### src/verilog/gb80_pkg.sv
package gb80_pkg;

   // Basic widths
   typedef logic [15:0] addr_t;
   typedef logic [7:0]  byte_t;

   // Interrupt sources with bit 0 as highest priority
   // vblank, lcdc, timer, serial, joypad
   typedef logic [4:0] irq_bits_t;
   typedef logic [2:0] irq_index_t;

   // Offset into the high memory window
   typedef logic [6:0] hram_addr_t;

   // Request port from the test side
   typedef struct packed {
      addr_t addr;
      byte_t wdata;
      logic  we;
      logic  re;
   } bus_req_t;

   // External memory pins
   typedef struct packed {
      addr_t addr;
      byte_t wdata;
      logic  we;
      logic  re;
   } ext_bus_t;

   typedef enum logic [1:0] {state_idle, state_wait, state_ack} dispatch_state_t;

   // Address map
   localparam addr_t HRAM_START = 16'hff80;
   localparam addr_t HRAM_END   = 16'hfffe;
   localparam addr_t MMIO_IF    = 16'hff0f;
   localparam addr_t MMIO_IE    = 16'hffff;

   localparam int HRAM_DEPTH = 127;
   localparam int IRQ_COUNT  = 5;

   // Vector is VECTOR_BASE + VECTOR_STEP * index
   localparam addr_t VECTOR_BASE = 16'h0040;
   localparam int    VECTOR_STEP = 8;

   // Dispatch timing
   localparam int DISPATCH_WAIT = 3;
   localparam int TIMER_WIDTH   = 2;

endpackage

### src/verilog/memory_bus.sv
`timescale 1ns/10ps

module memory_bus import gb80_pkg::*; (
   input  logic       clock,
   input  logic       reset,
   input  bus_req_t   request,
   input  logic       mem_disable,
   input  byte_t      ext_rdata,
   output ext_bus_t   ext,
   output logic       hram_we,
   output hram_addr_t hram_addr,
   output byte_t      hram_wdata,
   input  byte_t      hram_rdata,
   output logic       if_write,
   output logic       ie_write,
   output irq_bits_t  reg_wdata,
   input  irq_bits_t  if_data,
   input  irq_bits_t  ie_data,
   output byte_t      rdata,
   output logic       rdata_valid
);

   logic  is_hram;
   logic  is_if;
   logic  is_ie;
   logic  is_ext;
   addr_t hram_offset;
   byte_t rd_source;
   byte_t rd_data_q;
   logic  rd_hram_q;

   // Address decode
   assign is_hram = (request.addr >= HRAM_START) && (request.addr <= HRAM_END);
   assign is_if   = request.addr == MMIO_IF;
   assign is_ie   = request.addr == MMIO_IE;
   assign is_ext  = !(is_hram || is_if || is_ie);

   // External pins with strobes blocked while memory is disabled
   assign ext.addr  = request.addr;
   assign ext.wdata = request.wdata;
   assign ext.we    = request.we && is_ext && !mem_disable;
   assign ext.re    = request.re && is_ext && !mem_disable;

   // High memory takes the offset from the window start
   assign hram_offset = request.addr - HRAM_START;
   assign hram_addr   = hram_offset[6:0];
   assign hram_wdata  = request.wdata;
   assign hram_we     = request.we && is_hram;

   // Interrupt register writes use the low five bits
   assign if_write  = request.we && is_if;
   assign ie_write  = request.we && is_ie;
   assign reg_wdata = request.wdata[4:0];

   // Read source for registers and external pins
   // Disabled external reads give zero
   always_comb begin
      if (is_if)
         rd_source = {3'b000, if_data};
      else if (is_ie)
         rd_source = {3'b000, ie_data};
      else if (mem_disable)
         rd_source = '0;
      else
         rd_source = ext_rdata;
   end

   // Result captured on the strobe edge
   always_ff @(posedge clock) begin
      if (request.re)
         rd_data_q <= rd_source;
   end

   // Read valid and target remembered for one cycle
   always_ff @(posedge clock or posedge reset) begin
      if (reset) begin
         rdata_valid <= 1'b0;
         rd_hram_q   <= 1'b0;
      end else begin
         rdata_valid <= request.re;
         rd_hram_q   <= request.re && is_hram;
      end
   end

   // HRAM already registered its byte on the same edge
   assign rdata = rd_hram_q ? hram_rdata : rd_data_q;

endmodule

### src/verilog/high_ram.sv
`timescale 1ns/10ps

module high_ram import gb80_pkg::*; (
   input  logic       clock,
   input  logic       we,
   input  hram_addr_t addr,
   input  byte_t      wdata,
   output byte_t      rdata
);

   // Contents undefined after power up
   byte_t mem [HRAM_DEPTH];

   // Synchronous write
   always_ff @(posedge clock) begin
      if (we)
         mem[addr] <= wdata;
   end

   // Registered read every cycle
   // old contents come out on a same-cycle write
   always_ff @(posedge clock) begin
      rdata <= mem[addr];
   end

endmodule

### src/verilog/irq_registers.sv
`timescale 1ns/10ps

module irq_registers import gb80_pkg::*; (
   input  logic      clock,
   input  logic      reset,
   input  irq_bits_t irq_request,
   input  logic      if_write,
   input  logic      ie_write,
   input  irq_bits_t reg_wdata,
   input  logic      ime_set,
   input  logic      ime_reset,
   input  logic      start,
   input  logic      ack,
   output logic      pending,
   output irq_bits_t if_data,
   output irq_bits_t ie_data,
   output logic      ime,
   output logic      vector_valid,
   output addr_t     vector
);

   irq_bits_t  active;
   irq_bits_t  if_next;
   irq_index_t chosen;
   irq_index_t index_q;

   // Flagged and enabled
   assign active  = if_data & ie_data;
   assign pending = ime && (active != '0);

   // Priority encoder where the lowest set bit wins
   always_comb begin
      chosen = '0;
      for (int i = IRQ_COUNT - 1; i >= 0; i--) begin
         if (active[i])
            chosen = irq_index_t'(i);
      end
   end

   // Ack clear first, then bus write, then new requests ORed in
   always_comb begin
      if_next = if_data;
      if (ack)
         if_next[index_q] = 1'b0;
      if (if_write)
         if_next = reg_wdata;
      if_next = if_next | irq_request;
   end

   always_ff @(posedge clock or posedge reset) begin
      if (reset) begin
         if_data <= '0;
         ie_data <= '0;
         ime     <= 1'b0;
         index_q <= '0;
      end else begin
         if_data <= if_next;
         if (ie_write)
            ie_data <= reg_wdata;
         // Set beats reset
         // Dispatch also drops IME
         if (ime_set)
            ime <= 1'b1;
         else if (ime_reset || ack)
            ime <= 1'b0;
         // Source frozen for the whole dispatch
         if (start)
            index_q <= chosen;
      end
   end

   // Vector shown in the ack cycle
   assign vector_valid = ack;
   assign vector       = VECTOR_BASE + addr_t'(index_q) * addr_t'(VECTOR_STEP);

endmodule

### src/verilog/dispatch_fsm.sv
`timescale 1ns/10ps

module dispatch_fsm import gb80_pkg::*; (
   input  logic clock,
   input  logic reset,
   input  logic pending,
   input  logic timer_done,
   output logic start,
   output logic timer_load,
   output logic ack
);

   dispatch_state_t state;
   dispatch_state_t next_state;

   always_ff @(posedge clock or posedge reset) begin
      if (reset)
         state <= state_idle;
      else
         state <= next_state;
   end

   always_comb begin
      next_state = state;
      start      = 1'b0;
      timer_load = 1'b0;
      ack        = 1'b0;
      case (state)
         state_idle: begin
            // Latch source and arm timer in the same cycle
            if (pending) begin
               start      = 1'b1;
               timer_load = 1'b1;
               next_state = state_wait;
            end
         end
         state_wait: begin
            // Pending ignored here
            if (timer_done)
               next_state = state_ack;
         end
         state_ack: begin
            ack        = 1'b1;
            next_state = state_idle;
         end
         default: next_state = state_idle;
      endcase
   end

endmodule

### src/verilog/dispatch_timer.sv
`timescale 1ns/10ps

module dispatch_timer import gb80_pkg::*; (
   input  logic clock,
   input  logic reset,
   input  logic load,
   output logic done
);

   logic [TIMER_WIDTH-1:0] count;
   logic                   running;

   // High for one cycle at zero count while running
   assign done = running && (count == '0);

   always_ff @(posedge clock or posedge reset) begin
      if (reset) begin
         count   <= '0;
         running <= 1'b0;
      end else if (load) begin
         count   <= TIMER_WIDTH'(DISPATCH_WAIT - 1);
         running <= 1'b1;
      end else if (running) begin
         // Stop once zero has been shown
         if (count == '0)
            running <= 1'b0;
         else
            count <= count - 1'b1;
      end
   end

endmodule

### src/verilog/gb80_irq_top.sv
`timescale 1ns/10ps

module gb80_irq_top import gb80_pkg::*; (
   input  logic      clock,
   input  logic      reset,
   input  bus_req_t  request,
   input  logic      mem_disable,
   input  byte_t     ext_rdata,
   input  irq_bits_t irq_request,
   input  logic      ime_set,
   input  logic      ime_reset,
   output ext_bus_t  ext,
   output byte_t     rdata,
   output logic      rdata_valid,
   output logic      vector_valid,
   output addr_t     vector,
   output irq_bits_t if_data,
   output irq_bits_t ie_data,
   output logic      ime
);

   // High memory port
   logic       hram_we;
   hram_addr_t hram_addr;
   byte_t      hram_wdata;
   byte_t      hram_rdata;

   // Bus writes into IF and IE
   logic      if_write;
   logic      ie_write;
   irq_bits_t reg_wdata;

   // Dispatch handshake between registers, FSM and timer
   logic pending;
   logic start;
   logic ack;
   logic timer_load;
   logic timer_done;

   memory_bus i_bus (
      .clock, .reset, .request, .mem_disable, .ext_rdata, .ext,
      .hram_we, .hram_addr, .hram_wdata, .hram_rdata,
      .if_write, .ie_write, .reg_wdata, .if_data, .ie_data,
      .rdata, .rdata_valid
   );

   high_ram i_hram (.clock, .we(hram_we), .addr(hram_addr), .wdata(hram_wdata),
      .rdata(hram_rdata));

   irq_registers i_irq (
      .clock, .reset, .irq_request, .if_write, .ie_write, .reg_wdata,
      .ime_set, .ime_reset, .start, .ack, .pending, .if_data, .ie_data,
      .ime, .vector_valid, .vector
   );

   dispatch_fsm i_fsm (.clock, .reset, .pending, .timer_done, .start, .timer_load, .ack);

   dispatch_timer i_timer (.clock, .reset, .load(timer_load), .done(timer_done));

endmodule

### config.mk
export PLATFORM = sky130hd
export DESIGN_NAME = gb80_irq_top
export DESIGN_NICKNAME = d
export VERILOG_FILES = /design/src/verilog/gb80_pkg.sv /design/src/verilog/memory_bus.sv /design/src/verilog/high_ram.sv /design/src/verilog/irq_registers.sv /design/src/verilog/dispatch_fsm.sv /design/src/verilog/dispatch_timer.sv /design/src/verilog/gb80_irq_top.sv
export SDC_FILE = /design/constraint.sdc
export NUM_CORES = 1
export LEC_CHECK = 0
export ABC_CLOCK_PERIOD_IN_PS = 2300
export BUFFER_PORTS_ARGS = -buffer_cell sky130_fd_sc_hd__buf_2
export CORE_MARGIN = 3
export CORE_UTILIZATION = 40
export CTS_BUF_LIST = sky130_fd_sc_hd__clkbuf_4
export DETAILED_ROUTE_END_ITERATION = 10
export PLACE_DENSITY = 0.55
export SLEW_MARGIN = 30
export SYNTH_ARGS = -nofsm -noshare
export SYNTH_HDL_FRONTEND = slang
export SYNTH_SLANG_ARGS = --single-unit
### constraint.sdc
create_clock -name clock -period 2.3 [get_ports clock]
set_clock_uncertainty 0.2 [all_clocks]
set_input_delay 0 -clock clock [delete_from_list [all_inputs] [get_ports clock]]
set_output_delay 0 -clock clock [all_outputs]
set_load 0.02 [all_outputs]
==> impl_table.tex <==
\begin{tabular}{lr}
\hline
Metric & Value \\
\hline
\multicolumn{2}{l}{\textbf{STA}} \\
Setup repair after global routing missed its margin & yes \\
Maximum clock frequency & 0.430 GHz \\
Min setup slack post-route & -0.0276 ns \\
Final period util & 1.01 \\
Worst slew margin & 0.427 \\
Endpoints failing hold & 6 \\
Setup violators final & 16 \\
Hold slack & -0.0944 ns \\
Pins over their slew limit & 0 \\
Actual transition at the worst max-transition pin & 0.860 ns \\
Crit path time final & 2.33 ns \\
\multicolumn{2}{l}{\textbf{GRT}} \\
Largest net degree at the start of global routing & 129 \\
Initial antenna violation count & 8 \\
Overall global routing resource usage & 0.206 \\
Number of global-route vias before repair & 25.1k \\
Wire length of the first global-routing pass & 163000 um \\
GRT overflow & 0 \\
\multicolumn{2}{l}{\textbf{Die}} \\
Die outline width & 330 um \\
Initial core utilization & 0.404 \\
Full die area & 109000 sq um \\
Core outline area & 104000 sq um \\
IO Pins & 107 \\
Std-Cell Rows & 118 \\
Die Height & 330 um \\
\multicolumn{2}{l}{\textbf{Placed design}} \\
Inst Count DP & 3839 \\
Final estimated routing congestion in global placement & 0.852 \\
Input/output buffers & 93 \\
Post-DP HPWL & 68800 um \\
\multicolumn{2}{l}{\textbf{Routing}} \\
DRC viols & 0 \\
Via count & 23.9k \\
Detailed router's first-iteration violation count & 1946 \\
Vias per cell & 5.34 \\
Per-cell routed wire length & 24.9 um \\
Length of the first detailed-routing pass in iterations & 6 \\
Total Routed Length & 111000 um \\
Remaining antenna violation count & 0 \\
\multicolumn{2}{l}{\textbf{Flow run}} \\
Max-cap violations & 0 \\
\multicolumn{2}{l}{\textbf{Setup path}} \\
Crit path cell chain & dlygate4sd3\_1, buf\_4, dlygate4sd3\_1, clkbuf\_16, buf\_2 \\
Worst flop-to-flop path startpoint & i\_hram.mem[7][7] \\
FF-to-FF setup slack & 0.03 ns \\
Delay contributed by the slowest stage of the critical path & 0.57 ns \\
Cell depth of the worst setup path & 5 \\
Worst r2r dst & i\_hram.rdata[7] \\
Critical Setup Path Class & input pin to primary output \\
Data required time at the worst endpoint & 2.10 ns \\
R2R cell count & 6 \\
Startpoint of the worst setup timing path & request[8] \\
Startpoint type of the worst setup path & input pin \\
CP endpoint & ext[8] \\
Library cell contributing the largest single delay on the critical path & sky130\_fd\_sc\_hd\_\_dlygate4sd3\_1 \\
Endpoint kind of the worst setup timing path & primary output \\
Crit-path max FO & 128 \\
Bufs and invs on worst path & 5 \\
Category of cells accounting for the largest share of critical-path delay & buffers and inverters \\
Critical path arrival & 2.13 ns \\
Most used cell along the critical path & sky130\_fd\_sc\_hd\_\_dlygate4sd3\_1 \\
\multicolumn{2}{l}{\textbf{Yosys}} \\
Cell accounting for the most synthesized area & sky130\_fd\_sc\_hd\_\_edfxtp\_1 \\
Mean cell area of the mapped netlist & 19.5 sq um \\
Yosys reg bits & 1053 \\
Top post-synthesis cells by count & 1024 x sky130\_fd\_sc\_hd\_\_edfxtp\_1, 160 x sky130\_fd\_sc\_hd\_\_mux4\_2, 148 x sky130\_fd\_sc\_hd\_\_nor2\_1 \\
Synth warn & 0 \\
Fraction of the mapped netlist area in simple logic gates & 0.0422 \\
Share of the synthesized area in the top cell type & 0.733 \\
Count of different cell masters after synthesis & 64 \\
Library cell with the highest instance count after synthesis & sky130\_fd\_sc\_hd\_\_edfxtp\_1 \\
Main combinational cell family by area after synthesis & multiplexers \\
Post-Synth XOR/XNOR Area & 0.000209 \\
Part of the Yosys area used for sequential elements & 0.750 \\
Post-Synthesis Cell Area & 41900 sq um \\
Arithmetic-cell share of the synthesized area counting full adders, half adders and majority gates & 0.000298 \\
Fraction of synthesis flops using an asynchronous set or reset pin & 0.0199 \\
Fraction of the mapped netlist area in compound gates & 0.0323 \\
Top cells by area in the synthesized netlist & sky130\_fd\_sc\_hd\_\_edfxtp\_1 73\%, sky130\_fd\_sc\_hd\_\_mux4\_2 8.6\%, sky130\_fd\_sc\_hd\_\_mux2i\_1 2.4\% \\
Most used flip-flop cell after synthesis & sky130\_fd\_sc\_hd\_\_edfxtp\_1 \\
Number of enable-type register cells in the synthesized netlist & 1024 \\
Multiplexer fraction of the synthesized cell area & 0.148 \\
Number of instances in the synthesized netlist & 2153 \\
\multicolumn{2}{l}{\textbf{Cells and area}} \\
Area taken by flip-flops and latches & 31400 sq um \\
Area grow syn2layout & 24.0\% \\
Filler cells & 8557 \\
Util after Layout & 0.501 \\
Final net count & 2942 \\
Layout cell share with drive strength beyond 1 & 0.394 \\
Area occupied by multi-input gates & 9730 sq um \\
Number of cells in the finished layout apart from fillers & 4467 \\
\multicolumn{2}{l}{\textbf{Pwr}} \\
Highest ir drop seen on vdd & 0.000460 V \\
Leakage power total & 18.1 nW \\
Power share of the sequential group & 0.527 \\
Fraction of power consumed by the clock network & 0.412 \\
Power Dens Cells & 770 nW/um\^{}2 \\
Combinational Power Share & 0.061 \\
Share of total power consumed by net switching & 0.220 \\
Cell internal pwr & 31.2 mW \\
Net switching component of the power & 8.82 mW \\
\multicolumn{2}{l}{\textbf{Clock tree}} \\
Number of CTS-inserted buffers & 293 \\
Number of clock sinks & 1053 \\
CTS tree & done \\
Clock-pin slew reported for the worst setup and hold paths after clock tree synthesis & 0.06 ns \\
Clock Latency Late Sink & 1.15 ns \\
Number of H-tree levels & 5 \\
Cell at the root of the clock tree & sky130\_fd\_sc\_hd\_\_clkbuf\_4 \\
Max Buffers Root-to-Sink & 4 \\
\multicolumn{2}{l}{\textbf{Hold path}} \\
Startpoint of the worst hold path & request[13] \\
Path category of the worst min-delay check & input pin to register \\
\multicolumn{2}{l}{\textbf{Run status}} \\
Outcome & complete, but fails checks \\
Failing checks & negative hold slack, negative setup slack \\
\hline
\end{tabular}
[layout by cell type, fill, tap and decap left out, types with 8 or more instances in the layout]
cell / Yosys / layout
sky130_fd_sc_hd__edfxtp_1: 1024 / 1024
sky130_fd_sc_hd__clkbuf_4: 1 / 428
sky130_fd_sc_hd__buf_4: 64 / 314
sky130_fd_sc_hd__mux4_2: 160 / 164
sky130_fd_sc_hd__dlygate4sd3_1: 0 / 128
sky130_fd_sc_hd__nor2_1: 148 / 126
sky130_fd_sc_hd__nand2_1: 104 / 104
sky130_fd_sc_hd__mux2i_1: 100 / 95
sky130_fd_sc_hd__buf_2: 32 / 80
sky130_fd_sc_hd__mux2_2: 68 / 68
sky130_fd_sc_hd__buf_12: 1 / 60
sky130_fd_sc_hd__clkinv_1: 1 / 36
sky130_fd_sc_hd__nor2b_1: 30 / 30
sky130_fd_sc_hd__o22ai_1: 31 / 30
sky130_fd_sc_hd__a22oi_1: 34 / 29
sky130_fd_sc_hd__mux4_1: 32 / 28
sky130_fd_sc_hd__nor2_2: 1 / 23
sky130_fd_sc_hd__dfrtp_1: 21 / 20
sky130_fd_sc_hd__o21ai_0: 19 / 19
sky130_fd_sc_hd__a21oi_1: 17 / 17
sky130_fd_sc_hd__inv_1: 16 / 16
sky130_fd_sc_hd__a211oi_1: 16 / 16
sky130_fd_sc_hd__o2111ai_1: 16 / 16
sky130_fd_sc_hd__a2111oi_1: 1 / 14
sky130_fd_sc_hd__conb_1: 2 / 13
sky130_fd_sc_hd__nand3_1: 12 / 12
sky130_fd_sc_hd__and3_1: 11 / 11
sky130_fd_sc_hd__clkinv_2: 0 / 10
sky130_fd_sc_hd__nor3_1: 10 / 9
sky130_fd_sc_hd__and2_1: 8 / 8
sky130_fd_sc_hd__a2111oi_0: 30 / 8
sky130_fd_sc_hd__dfxtp_1: 8 / 8
[power by group through the flow]
stage	clock (mW)	sequential, mW	combinational, mW
finish	16.5	21.1	2.46
global placement	0	21.5	2.17
CTS	17.0	21.1	2.43
floorplan	0	21.5	1.11
detailed placement	0	21.5	2.20
global route	18.2	21.1	2.60
[metrics by stage]
stage / setup WS [ns] / power [mW] / cell area [sq um] / setup TNS (ns)
after floorplan: -0.117 / 22.6 / 42000 / -34.51
after global placement: -0.764 / 23.7 / 46600 / -410.71
after detailed placement: -0.729 / 23.7 / 46600 / -415.92
after CTS: -0.152 / 40.5 / 51800 / -20.04
after global routing: -0.129 / 41.9 / 52000 / -1.04
final: -0.0276 / 40.1 / 52000 / -0.182
[kinds of logic (layout without fill, tap and decap cells)]
family / count (synthesis) / after routing
fa+ha+maj: 1 / 1
other cells: 2 / 15
xor+xnor: 1 / 1
simple gates: 375 / 375
buf+inv: 174 / 1095
compound gates: 187 / 187
mux: 360 / 360
flops: 1053 / 1053
[layout make-up]
class / instances / share of cell area
Sequential cell: 1053 / 0.604
Multi-Input combinational cell: 937 / 0.187
Timing Repair Buffer: 595 / 0.105
Clock buffer: 427 / 0.0616
Tap cell: 1380 / 0.0332
Clock inverter: 56 / 0.00741
Inverter: 17 / 0.00123
Antenna cell: 2 / 0.0000962
[registers in the layout, indices dropped and copies added, names as in the netlist, 2 cells and up]
name and cells:
i_hram.mem 1016, i_bus.rd_data_q 8, i_hram.rdata 8, i_irq.ie_data 5, i_irq.if_data 5, i_irq.index_q 3
i_fsm.state 2, i_timer.count 2
[worst min path at each step]
stage	to	slack, ns	depth (start not counted)
6_report	i_hram.rdata[4]	-0.09	6
3_5_place_dp	i_timer.count[1]	0.005	2
2_1_floorplan	i_bus.rd_hram_q	-0.22	1
3_3_place_gp	i_timer.count[1]	-0.03	2
4_1_cts	i_hram.rdata[4]	-0.23	7
5_1_grt	i_hram.rdata[4]	-0.14	6
[per-layer routing]
metal / GRT usage / wire (um)
met1: 0.278 / 46300
met2: 0.335 / 54400
met3: 0.0456 / 7970
met4: 0.0655 / 2610
met5: 0 / 0
[worst reg2reg max path, cell delays in order (launching register included)]
cell and delay, ns:
sky130_fd_sc_hd__edfxtp_1 0.36, sky130_fd_sc_hd__mux4_2 0.52, sky130_fd_sc_hd__a22oi_1 0.30, sky130_fd_sc_hd__nand2_1 0.14, sky130_fd_sc_hd__a2111oi_2 0.39, sky130_fd_sc_hd__buf_4 0.17
sky130_fd_sc_hd__a211oi_1 0.04
[repair_timing]
action                                 in CTS  in global routing
hold buffers                              136                  5
setup endpoints to repair                  17                656
pin swaps                                   2                  4
gates cloned                                0                  1
buffers inserted                            0                  4
endpoints found under the hold margin    2090                145
gates resized for setup                    42                 42
Note: power is estimated with default switching activity, not from simulation.
